## src/verilog/cpu_pkg.sv

```systemverilog
package cpu_pkg;

    localparam int data_w = 8;  // Byte wide datapath
    localparam int pc_w   = 8;  // Up to 256 instruction words

    typedef logic [data_w-1:0] data_t;
    typedef logic [pc_w-1:0]   pc_t;

    // ALU operations, 4 bit field of the instruction word
    typedef enum logic [3:0] {
        pass_a, pass_b,
        add, adc, sub, sbc,
        and_op, or_op, xor_op, not_b,
        shl, shr,
        inc_a, dec_a
    } alu_op_t;

    // A bus sources, low two bits select the register file port L
    typedef enum logic [2:0] {
        adev_rega, adev_regb, adev_regc, adev_regd,
        adev_marlo, adev_marhi, adev_rx, adev_zero
    } adev_t;

    // B bus sources, low two bits select the register file port R
    typedef enum logic [2:0] {
        bdev_rega, bdev_regb, bdev_regc, bdev_regd,
        bdev_marlo, bdev_marhi, bdev_ram, bdev_immed
    } bdev_t;

    // Targets of the ALU result
    typedef enum logic [3:0] {
        tdev_rega, tdev_regb, tdev_regc, tdev_regd,
        tdev_marlo, tdev_marhi, tdev_ram, tdev_tx,
        tdev_pc, tdev_halt, tdev_none
    } tdev_t;

    typedef enum logic [2:0] {
        cond_always, cond_z, cond_nz, cond_c,
        cond_nc, cond_di, cond_do, cond_lt
    } cond_t;

    // One ROM word, 26 bits, MSB first
    typedef struct packed {
        cond_t   cond;
        logic    set_flags;  // Load status register when executed
        alu_op_t alu_op;
        tdev_t   targ;
        adev_t   adev;
        bdev_t   bdev;
        data_t   immed8;
    } instr_t;

    // Status register, same bit order as czonGLEN
    typedef struct packed {
        logic c;
        logic z;
        logic o;
        logic n;
        logic gt;
        logic lt;
        logic eq;
        logic ne;
    } flags_t;

    typedef enum logic [1:0] {st_run, st_stall, st_halted} seq_state_t;

    // Fill word for unloaded ROM locations
    localparam instr_t nop_instr = '{
        cond: cond_always, set_flags: 1'b0, alu_op: pass_a, targ: tdev_none,
        adev: adev_zero, bdev: bdev_immed, immed8: '0
    };

endpackage

```

## src/verilog/sequencer.sv

```systemverilog
module sequencer (
    input  logic            system_clk,
    input  logic            rst,
    input  cpu_pkg::instr_t instr,
    input  cpu_pkg::data_t  result,     // ALU output, also the jump address
    input  cpu_pkg::flags_t alu_flags,
    input  logic            di,         // Receive holder has a byte
    input  logic            do_rdy,     // Transmit holder is empty
    output cpu_pkg::pc_t    pc,
    output cpu_pkg::flags_t flags,
    output logic            reg_we,
    output logic            mar_lo_we,
    output logic            mar_hi_we,
    output logic            ram_we,
    output logic            tx_load,
    output logic            rx_take,
    output logic            halted
);

    cpu_pkg::seq_state_t state;
    cpu_pkg::seq_state_t state_nxt;
    logic                cond_ok;    // Execute condition holds
    logic                stall_hit;  // Condition holds but a holder is not ready
    logic                exec;       // Commit this instruction at the next edge
    logic                pc_load;
    logic                halt_hit;

    // Condition against registered flags and port status
    always_comb begin
        case (instr.cond)
            cpu_pkg::cond_always: cond_ok = 1'b1;
            cpu_pkg::cond_z:      cond_ok = flags.z;
            cpu_pkg::cond_nz:     cond_ok = !flags.z;
            cpu_pkg::cond_c:      cond_ok = flags.c;
            cpu_pkg::cond_nc:     cond_ok = !flags.c;
            cpu_pkg::cond_di:     cond_ok = di;
            cpu_pkg::cond_do:     cond_ok = do_rdy;
            cpu_pkg::cond_lt:     cond_ok = flags.lt;
            default:              cond_ok = 1'b0;
        endcase
    end

    // A skipped instruction never waits on the byte port
    assign stall_hit = cond_ok
                       && ((instr.adev == cpu_pkg::adev_rx && !di)
                           || (instr.targ == cpu_pkg::tdev_tx && !do_rdy));

    assign exec = cond_ok && !stall_hit && (state != cpu_pkg::st_halted);

    // Target decode into write strobes
    always_comb begin
        reg_we    = 1'b0;
        mar_lo_we = 1'b0;
        mar_hi_we = 1'b0;
        ram_we    = 1'b0;
        tx_load   = 1'b0;
        pc_load   = 1'b0;
        halt_hit  = 1'b0;
        if (exec) begin
            case (instr.targ)
                cpu_pkg::tdev_rega,
                cpu_pkg::tdev_regb,
                cpu_pkg::tdev_regc,
                cpu_pkg::tdev_regd:  reg_we = 1'b1;  // Index taken from targ at the top
                cpu_pkg::tdev_marlo: mar_lo_we = 1'b1;
                cpu_pkg::tdev_marhi: mar_hi_we = 1'b1;
                cpu_pkg::tdev_ram:   ram_we = 1'b1;
                cpu_pkg::tdev_tx:    tx_load = 1'b1;
                cpu_pkg::tdev_pc:    pc_load = 1'b1;
                cpu_pkg::tdev_halt:  halt_hit = 1'b1;
                default:             ;               // tdev_none
            endcase
        end
    end

    assign rx_take = exec && (instr.adev == cpu_pkg::adev_rx);  // Pop on use

    always_comb begin
        case (state)
            cpu_pkg::st_run,
            cpu_pkg::st_stall: begin
                if (halt_hit) begin
                    state_nxt = cpu_pkg::st_halted;
                end else if (stall_hit) begin
                    state_nxt = cpu_pkg::st_stall;
                end else begin
                    state_nxt = cpu_pkg::st_run;
                end
            end
            cpu_pkg::st_halted: state_nxt = cpu_pkg::st_halted;  // Only rst leaves
            default:            state_nxt = cpu_pkg::st_run;
        endcase
    end

    always_ff @(posedge system_clk) begin
        if (rst) begin
            state <= cpu_pkg::st_run;
            pc    <= '0;
            flags <= '0;
        end else begin
            state <= state_nxt;
            if (pc_load) begin
                pc <= result;                      // Jump
            end else if (state != cpu_pkg::st_halted && !stall_hit) begin
                pc <= pc + cpu_pkg::pc_t'(1);      // Executed or skipped
            end
            // Skipped instructions leave the flags alone
            if (exec && instr.set_flags) begin
                flags <= alu_flags;
            end
        end
    end

    assign halted = (state == cpu_pkg::st_halted);

endmodule

```

## config.mk

```make
export PLATFORM = sky130hd
export DESIGN_NAME = sequencer
export DESIGN_NICKNAME = d
export VERILOG_FILES = /design/src/verilog/cpu_pkg.sv /design/src/verilog/sequencer.sv
export SDC_FILE = /design/constraint.sdc
export NUM_CORES = 1
export LEC_CHECK = 0
export ABC_CLOCK_PERIOD_IN_PS = 3400
export BUFFER_PORTS_ARGS = -buffer_cell sky130_fd_sc_hd__buf_4
export CORE_MARGIN = 5
export CORE_UTILIZATION = 45
export CTS_CLUSTER_DIAMETER = 150
export DETAILED_ROUTE_END_ITERATION = 12
export HOLD_SLACK_MARGIN = 0.05
export PLACE_DENSITY_LB_ADDON = 0.25
export SLEW_MARGIN = 10
export SYNTH_ARGS = -nofsm -noshare
export SYNTH_HDL_FRONTEND = slang
export SYNTH_SLANG_ARGS = --single-unit
```

## constraint.sdc

```tcl
create_clock -name system_clk -period 3.4 [get_ports system_clk]
set_clock_uncertainty 0.2 [all_clocks]
set_input_delay 0.34 -clock system_clk [delete_from_list [all_inputs] [get_ports system_clk]]
set_output_delay 0.34 -clock system_clk [all_outputs]
set_load 0.05 [all_outputs]
```

# [Yosys cells after proc, flatten, opt, wreduce, memory -nomap -nowiden]
# Cells that the tools add are included.
[totals] reg_bits=18 input_bits=46 out_inout_bits=23 wordCells=71
[op_classes] addsub=1 eq_ne=20 n_mux=20 reduce_logical=20
[op_table] operator="4-bit by 3-bit equality test with 1-bit output (second input constant)" n=4
[op_table] operator="8-bit 2-to-1 mux" n=2
[op_table] operator="3-bit equality test (second input constant)" n=5
[op_table] operator="1-bit 2-to-1 mux" n=15
[op_table] operator="8-bit by 1-bit adder with 8-bit output (second input constant)" n=1
[op_table] operator="4-bit by 2-bit equality test with 1-bit output (second input constant)" n=2
[op_table] operator="4-bit equality test (second input constant)" n=2
[op_table] operator="1-bit logical AND" n=8
[op_table] operator="1-bit case mux with 8 select lines" n=1
[op_table] operator="3-bit by 2-bit equality test with 1-bit output (second input constant)" n=2
[op_table] operator="1-bit zero test" n=5
[op_table] operator="4-bit by 1-bit equality test with 1-bit output (second input constant)" n=1
[op_table] operator="4-bit zero test" n=1
[op_table] operator="2-bit case mux with 2 select lines" n=1
[op_table] operator="4-bit OR reduction" n=1
[op_table] operator="3-bit by 1-bit equality test with 1-bit output (second input constant)" n=1
[op_table] operator="3-bit zero test" n=1
[op_table] operator="2-bit by 1-bit equality test with 1-bit output (second input constant)" n=1
[op_table] operator="2-bit equality test (second input constant)" n=1
[op_table] operator="2-bit zero test" n=1
[op_table] operator="2-bit 2-to-1 mux" n=1
[op_table] operator="2-bit inequality test (second input constant)" n=1
[op_table] operator="2-bit nonzero test" n=1
[op_table] operator="2-bit OR reduction" n=1
[op_table] operator="1-bit logical OR" n=1

# [Logic depth before layout (Yosys ltp)]
# Gate-level depths: netlist of the first run.
[depth] ltp_word=10 depth_mapped=7 depth_no_buf=6

# [Worst setup path before layout of the first run]
# Ideal clock, no wire load.
[synth_path] kind="reg-to-output" from="reg flags[6] in the netlist's numbering" to="out mar_hi_we" arrival_ns=2.772 t_required_ns=2.860 slack_ns=0.088 stages_incl_launch_ff=6 n_path_buf=0 path_cell_list="dfxtp_1 > and2b_1 > a32oi_2 > o211ai_4 > or3b_1 > nor3_1"
[synth_between] elab_chain_len=7
[synth_lines] item="start, declared" line_no="sequencer.sv:10" source="output cpu_pkg::flags_t flags,"
[synth_lines] item="start signal, assigned" line_no="sequencer.sv:109" source="flags <= alu_flags;"
[synth_lines] item="1-bit zero test" line_no="sequencer.sv:33" source="cpu_pkg::cond_nz: cond_ok = !flags.z;"
[synth_lines] item="1-bit case mux with 8 select lines (*)" line_no="sequencer.sv:30" source="case (instr.cond)"
[synth_lines] item="1-bit logical AND" line_no="sequencer.sv:45" source="&& ((instr.adev == cpu_pkg::adev_rx && !di)"
[synth_lines] item="1-bit zero test" line_no="sequencer.sv:48" source="assign exec = cond_ok && !stall_hit && (state != cpu_pkg::st_halted);"
[synth_lines] item="1-bit logical AND (*) (2 in a row)" line_no="sequencer.sv:48"
[synth_lines] item="1-bit 2-to-1 mux (*)" line_no="sequencer.sv:59" source="if (exec) begin"
[synth_lines] item="end, declared" line_no="sequencer.sv:13" source="output logic mar_hi_we,"
# Every way passes the cells marked *; elsewhere a longest branch is shown, timed or not.

# [Worst setup path after layout of the first run]
[layout_path] from="reg flags[6] in the netlist's numbering" to="out ram_we"
[layout_between] elab_chain_len=7
[layout_lines] item="1-bit zero test" line_no="sequencer.sv:33"
[layout_lines] item="1-bit case mux with 8 select lines (*)" line_no="sequencer.sv:30"
[layout_lines] item="1-bit logical AND" line_no="sequencer.sv:45"
[layout_lines] item="1-bit zero test" line_no="sequencer.sv:48"
[layout_lines] item="1-bit logical AND (*) (2 in a row)" line_no="sequencer.sv:48"
[layout_lines] item="1-bit 2-to-1 mux (*)" line_no="sequencer.sv:59"
[layout_lines] item="end, declared" line_no="sequencer.sv:14" source="output logic ram_we,"
# Marked as above.

==> metrics.csv, run 1 <==
stage,metric,value,unit
run_status,status,"complete, no violations",
grt,grt_pass1_vias,978,
synthesis,yosys_most_used_dff,dfxtp_1,
setup_path,criticalPathCategory,reg2out,
detailed_routing,wl_per_cell,13.0,um
final_layout,layout.nets,223,
die,die_h,59.3,um
pwr,pwr-share-clk,23.7,%
final_layout,final_area,0.00154,mm2
cts,cts_tree,done,
cts,cts_htree_levels,1,
cts,cts_hold_buffers,0,
final_layout,drive_above_1_share,40.6,%
final_layout,multiInputGateArea,668,um2
synthesis,synth_cell_types,37,
setup_path,rrSetupSlack,1.21,ns
detailed_routing,drc,0,
synthesis,synth-seq-cells,18,
placement,postPlaceCellArea,0.00151,mm2
final_layout,layout_commonest_cell,buf_4,
grt,grt_max_degree,20,
cts,clock_latency,0.30,ns
setup_path,worst-r2r-cell-count,6,
cts,cts-root-buf,clkbuf_4,
die,chipWidth,59.3,um
synthesis,netlist_instances,122,
sta,min_period,2.80,ns
die,row_count,17,
placement,place.gp.congestion,0.774,
final_layout,final_cell_mix,"54 x buf_4, 19 x nor2_1, 18 x dfxtp_1",
pwr,p_int,0.000366,W
setup_path,arrival,2.26,ns
sta,hold_violations,0,
final_layout,antenna_cells,0,
sta,timing.final.ws_setup,0.596,ns
detailed_routing,first_pass_iters,4,
sta,setup-violations-final,0,
setup_path,worstSetupStartpointType,register,
synthesis,postSynthAreaPerCell,8.96,um2
sta,finalCritPeriodShare,82.5,%
setup_path,end_kind,primary output,
die,coreArea,0.00228,mm2
detailed_routing,num_vias,1081,
min_path,hold-path-cell-count,3,
synthesis,yosysWarnings,0,
grt,antenna_found_initial,0,
sta,rsz0062_at_grt,no,
pwr,power_density,356,mW/mm2
cts,cts_num_sinks,18,
sta,max_freq,0.357,GHz
synthesis,syn_area,0.00109,mm2
pwr,comb_power_share,33.6,%
final_layout,area_delta_synth_final,41.1,%
setup_path,r2r-end,pc[1]$_SDFFE_PP0P_,
placement,pre_cts_ws,0.801,ns
sta,tightest_slew,0.650,ns
pwr,cellLeakagePower,0.759,nW
pwr,switchingPower,0.000183,W
pwr,irDropWorstVdd,0.000299,V
run,cap_violations,0,
final_layout,fillers,204,
setup_path,timing.rr.start,flags[6]$_SDFFE_PP0P_,
synthesis,ys_async_sr_fraction,0,%
pwr,seq_power_share,42.7,%
setup_path,cp_max_fo,6,
detailed_routing,drtAntennaViolNets,0,
placement,dp_hpwl,2140,um
die,pin_count,69,
cts,cts_buffers,3,
grt,track_usage,15.7,%
cts,cts_setup_buffers,0,
sta,drv_slew,0,
pwr,swShare,33.4,%
synthesis,synth_edf_count,0,
min_path,hold_end,flags[2]$_SDFFE_PP0P_,
detailed_routing,drt-initial-drc-count,28,
sta,relSlewSlack,56.1,%
cts,ctsLongestPathBuffers,2,
cts,cts_resized,0,
min_path,hp-class,in2reg,
final_layout,regArea,360,um2
placement,port-buffer-count,53,
grt,grt_first_pass_wirelength,4280,um
sta,hold_ws,0.0780,ns
min_path,hp-start,alu_flags[2],
sta,totalNegativeSetupSlack,0,ns
synthesis,ys_seq_area_share,33.0,%
detailed_routing,drt-total-wl,2640,um
detailed_routing,vias_per_cell,5.33,
die,die_area,0.00352,mm2
die,start_util,48.0,%
setup_path,crit_required,2.86,ns
grt,grt_overflow,0,
synthesis,synth_nets,169,
cts,clk_pin_slew,0.09,ns
==> per-layer routing <==
| layer | wire length (um) | track usage, % | share of wire [%] |
|---|---|---|---|
| met5 | 0 | 0 | 0 |
| met3 | 229 | 3.49 | 8.7 |
| met2 | 1200 | 25.3 | 45 |
| met1 | 1170 | 20.2 | 44 |
| met4 | 38 | 5.83 | 1.4 |
==> worst max path at each step <==
stage	slack (ns)	start	to
4_1_cts	0.57	flags[6]$_SDFFE_PP0P_	ram_we
6_report	0.60	flags[6]$_SDFFE_PP0P_	ram_we
5_1_grt	0.44	flags[6]$_SDFFE_PP0P_	tx_load
3_3_place_gp	0.82	instr[16]	tx_load
2_1_floorplan	0.09	flags[6]$_SDFFE_PP0P_	mar_hi_we
3_5_place_dp	0.80	instr[16]	ram_we
==> critical path, cell delays in order, from the launching register on <==
cell and delay (ns):
dfxtp_1 0.39, and2b_1 0.20, a32oi_2 0.29, o211ai_4 0.14, or3b_1 0.42, or2_1 0.23, nor2_1 0.09, buf_4 0.20
==> flip-flops by register name, summed over array words and instances (netlist names) <==
signal	cells
state	2
pc	8
flags	8
==> power by group through the flow <==
stage	registers [W]	clock network, W	logic (W)
6_report	0.000235	0.000130	0.000185
5_1_grt	0.000237	0.000141	0.000197
4_1_cts	0.000235	0.000133	0.000186
3_5_place_dp	0.000240	0	0.000186
3_3_place_gp	0.000239	0	0.000182
2_1_floorplan	0.000280	0	0.0000779
==> cells by family (layout without fill, tap and decap cells) <==
group | count (synthesis) | count (layout) | synth area share, %
buffers and inverters | 15 | 68 | 5.95
AO/OA/AOI/OAI | 25 | 25 | 20.9
adder cells (fa/ha/maj) | 1 | 1 | 1.14
multiplexers | 16 | 16 | 14.9
AND/OR/NAND/NOR | 47 | 47 | 24.1
flip-flops | 18 | 18 | 33.0
==> Yosys cell counts (all sizes together) (3+ instances only) <==
library cell,count,area [um2]
dfxtp,18,360
or3,5,36.3
o32ai,6,52.6
nand2,4,15.0
a21oi,10,50.1
mux2i,14,140
buf,3,20.0
nor3,5,25.0
inv,10,37.5
nor2,19,71.3
nand3,3,15.0
==> cell type report <==
type                            instances  area share (%)
Tap cell                               28            2.27
Inverter                               10            2.43
Clock buffer                            4            2.35
Timing Repair Buffer                   54            26.3
Multi-Input combinational cell         89            43.3
Sequential cell                        18            23.4
==> per-stage QoR <==
stage | power [W] | std cells | util, %
CTS | 0.000553 | 203 | 67.8
global placement | 0.000421 | 199 | 66.2
global route | 0.000576 | 203 | 67.8
finish | 0.000550 | 203 | 67.8
floorplan | 0.000358 | 122 | -
detailed placement | 0.000425 | 199 | 66.2
Note: power is estimated with default switching activity, not from simulation.
==> inputs of run 2 (changes only) <==
--- a/config.mk
+++ b/config.mk
@@ -5,10 +5,10 @@
 export SDC_FILE = /design/constraint.sdc
 export NUM_CORES = 1
 export LEC_CHECK = 0
-export ABC_CLOCK_PERIOD_IN_PS = 3400
+export ABC_CLOCK_PERIOD_IN_PS = 2800
 export BUFFER_PORTS_ARGS = -buffer_cell sky130_fd_sc_hd__buf_4
 export CORE_MARGIN = 5
-export CORE_UTILIZATION = 45
+export CORE_UTILIZATION = 42
 export CTS_CLUSTER_DIAMETER = 150
 export DETAILED_ROUTE_END_ITERATION = 12
 export HOLD_SLACK_MARGIN = 0.05
==> constraint.sdc (replaced) <==
create_clock -name system_clk -period 2.8 [get_ports system_clk]
set_clock_uncertainty 0.2 [all_clocks]
set_input_delay 0.28 -clock system_clk [delete_from_list [all_inputs] [get_ports system_clk]]
set_output_delay 0.28 -clock system_clk [all_outputs]
set_load 0.05 [all_outputs]
==> metrics.csv, run 2 (synthesized netlist as in run 1, its figures left out) <==
stage,metric,value,unit,change
cts,clock_latency,0.29,ns,about the same
grt,antenna_found_initial,0,,unchanged
sta,setup-violations-final,0,,unchanged
final_layout,antenna_cells,0,,unchanged
final_layout,area_delta_synth_final,55.7,%,
die,die_area,0.00372,mm2,+5.9%
setup_path,cp_max_fo,4,,-2
detailed_routing,vias_per_cell,5.18,,-2.7%
detailed_routing,top_layer,met4,,
placement,place.gp.congestion,0.823,,+6.3%
final_layout,layout.cells.non_filler,218,,+7.4%
detailed_routing,wl_per_cell,13.7,um,+5.7%
grt,track_usage,17.0,%,+1.3 points
detailed_routing,drc,0,,unchanged
detailed_routing,first_pass_iters,4,,unchanged
sta,rsz0062_at_grt,no,,
die,chipWidth,61.0,um,+2.9%
sta,finalCritPeriodShare,96.3,%,
final_layout,fillers,219,,+7.4%
final_layout,top_regs,"flags (8), pc (8), state (2)",,
final_layout,layout.nets,236,,+5.8%
grt,grt_pass1_vias,1074,,+9.8%
sta,timing.final.ws_setup,0.103,ns,-0.493 ns
detailed_routing,wl_met2,1540,um,+29%
pwr,cellLeakagePower,0.823,nW,+8.4%
cts,cts-root-buf,clkbuf_4,,
placement,port-buffer-count,53,,unchanged
cts,cts_num_sinks,18,,unchanged
sta,hold_violations,0,,unchanged
die,die_h,61.0,um,+2.9%
die,pin_count,69,,unchanged
setup_path,criticalPathCategory,reg2out,,
setup_path,timing.rr.start,state[1]$_SDFF_PP0_,,
run,cap_violations,0,,unchanged
sta,tightest_slew,0.611,ns,-0.0384 ns
setup_path,end_kind,primary output,,
final_layout,final_cell_mix,"56 x buf_4, 17 x nor2_1, 17 x dfxtp_1",,
cts,cts_tree,done,,
detailed_routing,route.met3.wl,225,um,-1.7%
sta,relSlewSlack,58.7,%,+2.6 points
grt,grt_first_pass_wirelength,4760,um,+11%
setup_path,rrSetupSlack,0.48,ns,-0.73 ns
setup_path,crit_required,2.32,ns,-0.54 ns
detailed_routing,met1Wirelength,1210,um,+3.7%
pwr,power_density,408,mW/mm2,+15%
detailed_routing,drt-total-wl,3000,um,+13%
final_layout,layout_commonest_cell,buf_4,,
setup_path,worst-r2r-cell-count,7,,+1
cts,clk_pin_slew,0.10,ns,about the same
detailed_routing,num_vias,1129,,+4.4%
grt,grt_max_degree,20,,unchanged
setup_path,arrival,2.22,ns,-0.04 ns
sta,drv_slew,0,,unchanged
placement,dp_hpwl,2240,um,+4.6%
setup_path,worstSetupStartpointType,register,,
placement,dp_cells,201,,+1.0%
setup_path,crit_end,ram_we,,
grt,grt_overflow,0,,unchanged
die,row_count,18,,+1
die,coreArea,0.00248,mm2,+8.9%
die,start_util,44.1,%,-3.9 points
pwr,irDropWorstVdd,0.000409,V,+37%
sta,min_period,2.70,ns,
final_layout,drive_above_1_share,43.1,%,+2.5 points
cts,ctsLongestPathBuffers,2,,unchanged
cts,cts_htree_levels,1,,unchanged
detailed_routing,drtAntennaViolNets,0,,unchanged
setup_path,crit_start,state[1]$_SDFF_PP0_,,
min_path,hp-class,in2reg,,
final_layout,fin_util,68.7,%,+0.95 points
cts,cts_buffers,3,,unchanged
run_status,status,"complete, no violations",,
detailed_routing,drt-initial-drc-count,68,,+140%
sta,max_freq,0.371,GHz,
placement,pre_cts_ws,0.257,ns,-0.544 ns
setup_path,r2r-end,pc[1]$_SDFFE_PP0P_,,
run 2: changes by cell type in the layout (fill, tap and decap cells not counted):
cell and delta:
a32oi_4 +1, nor3_1 -2, dlygate4sd3_1 +9, dfxtp_2 +1, nor2_1 -2, or3b_1 -1, dfxtp_1 -1, or3b_4 +1
buf_6 +2, nor3_2 +2, a32oi_2 -1, nor2_2 +2, buf_4 +2
run 2: worst max-delay path, stage by stage (launching register included):
cell	delay [ns]
dfxtp_1	0.34
and2b_2	0.23
a211oi_4	0.28
o211ai_4	0.12
or3b_4	0.43
or2_1	0.25
nor2_2	0.11
buf_6	0.16
run 2: through the flow:
| stage | total power, W | setup TNS, ns | hold slack [ns] | cell area, um2 |
|---|---|---|---|---|
| 3_5_place_dp | 0.000518 | 0 | 0.251 | 1520 |
| 2_1_floorplan | 0.000435 | -0.398 | 0.215 | 1110 |
| 4_1_cts | 0.000691 | 0 | 0.0524 | 1660 |
| 3_3_place_gp | 0.000513 | 0 | 0.236 | 1520 |
| 5_1_grt | 0.000731 | 0 | 0.0737 | 1700 |
| 6_report | 0.000695 | 0 | 0.0586 | 1700 |
run 2: worst min-delay path by stage:
stage                                   start                   to  slack (ns)  cells after the start
after floorplan           state[1]$_SDFF_PP0_  state[0]$_SDFF_PP0_        0.21                      1
after global placement    state[1]$_SDFF_PP0_  state[0]$_SDFF_PP0_        0.24                      1
after detailed placement  state[1]$_SDFF_PP0_  state[0]$_SDFF_PP0_        0.25                      1
after CTS                           result[5]   pc[5]$_SDFFE_PP0P_        0.05                      3
after global routing                result[3]   pc[3]$_SDFFE_PP0P_        0.07                      3
final                               result[3]   pc[3]$_SDFFE_PP0P_        0.06                      3
run 2: repair_timing:
action | in CTS | in global routing
buffers inserted | 0 | 4
hold buffers | 9 | 0
setup endpoints to repair | 2 | 2
resized for setup | 2 | 3
hold endpoints to repair | 9 | 0
pin swaps | 1 | 3
run 2: layout make-up:
cell class / instances / area, um2 / share of cell area [%]
clock buffers: 4 / 36.3 / 2.13
flip-flops and latches: 18 / 362 / 21.2
inverters: 10 / 37.5 / 2.20
multi-input cells: 89 / 697 / 40.9
repair buffers: 67 / 533 / 31.3
well taps: 30 / 37.5 / 2.20
run 2: per-layer routing:
| layer | vias to the layer above | GRT usage [%] |
|---|---|---|
| met1 | 517 | 21.1 |
| met4 | 0 | 6.50 |
| met2 | 40 | 29.5 |
| met3 | 2 | 2.52 |
| li1 | 570 | - |
| met5 | - | 0 |
run 2: where the power goes:
group	total, W	switching, W	internal [W]	leakage (nW)
logic	0.000250	0.000138	0.000112	0.655
registers	0.000286	0.0000142	0.000272	0.147
clock network	0.000159	0.0000801	0.0000792	0.0210
==> inputs of run 3 (changes only) <==
--- a/config.mk
+++ b/config.mk
@@ -7,8 +7,10 @@
 export LEC_CHECK = 0
 export ABC_CLOCK_PERIOD_IN_PS = 2800
 export BUFFER_PORTS_ARGS = -buffer_cell sky130_fd_sc_hd__buf_4
+export CELL_PAD_IN_SITES_DETAIL_PLACEMENT = 0
+export CELL_PAD_IN_SITES_GLOBAL_PLACEMENT = 1
 export CORE_MARGIN = 5
-export CORE_UTILIZATION = 42
+export CORE_UTILIZATION = 29
 export CTS_CLUSTER_DIAMETER = 150
 export DETAILED_ROUTE_END_ITERATION = 12
 export HOLD_SLACK_MARGIN = 0.05
==> metrics.csv, run 3 (synthesized netlist as in run 1, its figures left out) <==
stage,metric,value,unit,change
pwr,p_int,0.000466,W,+0.66%
final_layout,antenna_cells,0,,unchanged
setup_path,cp_max_fo,6,,+2
final_layout,fin_util,44.2,%,-25 points
pwr,cellLeakagePower,0.770,nW,-6.4%
pwr,swShare,33.0,%,-0.35 points
placement,postPlaceCellArea,0.00155,mm2,+1.5%
final_layout,area_delta_synth_final,47.9,%,
grt,antenna_found_initial,0,,unchanged
detailed_routing,drc,0,,unchanged
pwr,seq_power_share,41.0,%,about the same
detailed_routing,vias_per_cell,4.91,,-5.3%
cts,ctsLongestPathBuffers,2,,unchanged
final_layout,final_area,0.00162,mm2,-5.0%
pwr,pwr-share-clk,25.5,%,+2.6 points
sta,relSlewSlack,55.2,%,-3.5 points
pwr,p_total,0.000696,W,+0.13%
placement,dp_hpwl,2300,um,+2.4%
grt,grt_overflow,0,,unchanged
run_status,status,"complete, no violations",,
sta,max_freq,0.374,GHz,+0.82%
detailed_routing,drtAntennaViolNets,0,,unchanged
setup_path,r2r-end,pc[1]$_SDFFE_PP0P_,,
sta,setup-violations-final,0,,unchanged
cts,cts_buffers,3,,unchanged
die,row_count,22,,+4
die,die_area,0.00510,mm2,+37%
cts,clock_latency,0.25,ns,-0.04 ns
pwr,switchingPower,0.000230,W,-0.93%
setup_path,end_kind,primary output,,
final_layout,top_regs,"flags (8), pc (8), state (2)",,
cts,cts_hold_buffers,0,,-9
sta,hold_violations,0,,unchanged
detailed_routing,wl_per_cell,12.9,um,-6.0%
die,chipWidth,71.4,um,+17%
die,coreArea,0.00366,mm2,+48%
setup_path,criticalPathCategory,reg2out,,
final_layout,drive_above_1_share,44.6,%,+1.5 points
min_path,hp-start,alu_flags[3],,
detailed_routing,drt-initial-drc-count,45,,-34%
detailed_routing,drt-total-wl,2880,um,-3.9%
setup_path,rrSetupSlack,0.62,ns,+0.14 ns
pwr,power_density,430,mW/mm2,+5.4%
setup_path,worstSetupStartpointType,register,,
sta,tightest_slew,0.663,ns,+0.0516 ns
min_path,hold-path-cell-count,3,,unchanged
die,pin_count,69,,unchanged
setup_path,timing.rr.start,state[1]$_SDFF_PP0_,,
setup_path,arrival,2.20,ns,-0.02 ns
placement,dp_cells,219,,+9.0%
setup_path,crit_required,2.32,ns,about the same
final_layout,final_cell_mix,"54 x buf_4, 17 x nor2_1, 16 x dfxtp_1",,
setup_path,worst-r2r-cell-count,6,,-1
cts,cts_num_sinks,18,,unchanged
pwr,irDropWorstVdd,0.000329,V,-20%
cts,cts_tree,done,,
detailed_routing,first_pass_iters,4,,unchanged
final_layout,layout_commonest_cell,buf_4,,
grt,grt_pass1_vias,1070,,-0.37%
placement,port-buffer-count,53,,unchanged
cts,clk_pin_slew,0.07,ns,-0.03 ns
cts,cts_htree_levels,1,,unchanged
grt,grt_max_degree,20,,unchanged
run,cap_violations,0,,unchanged
min_path,hold_end,flags[3]$_SDFFE_PP0P_,,
sta,min_period,2.68,ns,-0.0219 ns
cts,cts-root-buf,clkbuf_8,,
final_layout,layout.cells.non_filler,223,,+2.3%
min_path,hp-class,in2reg,,
grt,grt_first_pass_wirelength,4800,um,+0.86%
final_layout,fillers,387,,+77%
die,die_h,71.4,um,+17%
pwr,comb_power_share,33.5,%,-2.5 points
grt,track_usage,11.5,%,-5.5 points
placement,place.gp.congestion,0.724,,-12%
sta,finalCritPeriodShare,95.6,%,-0.78 points
sta,drv_slew,0,,unchanged
sta,hold_ws,0.0624,ns,+0.00383 ns
sta,rsz0062_at_grt,no,,
die,start_util,29.9,%,-14 points
final_layout,layout.nets,224,,-5.1%
detailed_routing,num_vias,1094,,-3.1%
-- run 3: cell types whose count changed in the layout (fill, tap and decap cells not counted), sizes merged --
cell	delta
dlygate4sd3	-9
buf	-3
clkbuf	-1
-- run 3: critical path, stage by stage, from the launching register on --
cell and delay, ns:
dfxtp_1 0.33, and2b_2 0.23, a211oi_4 0.25, o211ai_4 0.16, or3b_4 0.43, or2_1 0.25
nor2_2 0.09, buf_4 0.20
-- run 3: worst max-delay path by stage --
| stage | startpoint | to | slack (ns) | cells after the start |
|---|---|---|---|---|
| after floorplan | flags[6]$_SDFFE_PP0P_ | ram_we | -0.10 | 6 |
| after detailed placement | instr[16] | tx_load | 0.26 | 8 |
| after global placement | instr[16] | tx_load | 0.29 | 8 |
| after CTS | flags[6]$_SDFFE_PP0P_ | tx_load | 0.05 | 7 |
| final | state[1]$_SDFF_PP0_ | ram_we | 0.12 | 7 |
| after global routing | state[1]$_SDFF_PP0_ | tx_load | 0.003 | 7 |
-- run 3: power by group through the flow --
stage                     sequential (W)  combinational [W]  clock, W
after floorplan                 0.000340          0.0000957         0
after global placement          0.000290           0.000225         0
after detailed placement        0.000291           0.000229         0
after CTS                       0.000286           0.000232  0.000187
after global routing            0.000288           0.000250  0.000198
final                           0.000285           0.000233  0.000178
-- run 3: final cells by class --
class                           instances  area [um2]  share of cell area [%]
Multi-Input combinational cell         89         697                    43.1
Timing Repair Buffer                   55         417                    25.8
Sequential cell                        18         365                    22.6
Tap cell                               48        60.1                    3.71
Clock buffer                            3        41.3                    2.55
Inverter                               10        37.5                    2.32
-- run 3: layer usage --
layer  vias to the layer above  global-route usage (%)  wire (um)  share of wire [%]
met1                       514                    13.4       1150                 40
met2                        34                    19.3       1430                 50
met5                         -                       0          0                  0
met4                         0                    1.88         10               0.35
met3                         2                    5.61        286                9.9
li1                        544                       -          -                  -
-- run 3: what timing repair did --
action | 4_1_cts | 5_1_grt
endpoints found under the setup margin | 2 | 2
hold endpoints to repair | 0 | 0
pin swaps | 0 | 1
gates resized for setup | 2 | 4
buffers inserted | 0 | 1
-- run 3: through the flow --
stage	setup slack, ns	TNS [ns]
after global placement	0.287	0
after floorplan	-0.100	-0.398
after CTS	0.0525	0
final	0.124	0
after detailed placement	0.264	0
after global routing	0.00283	0
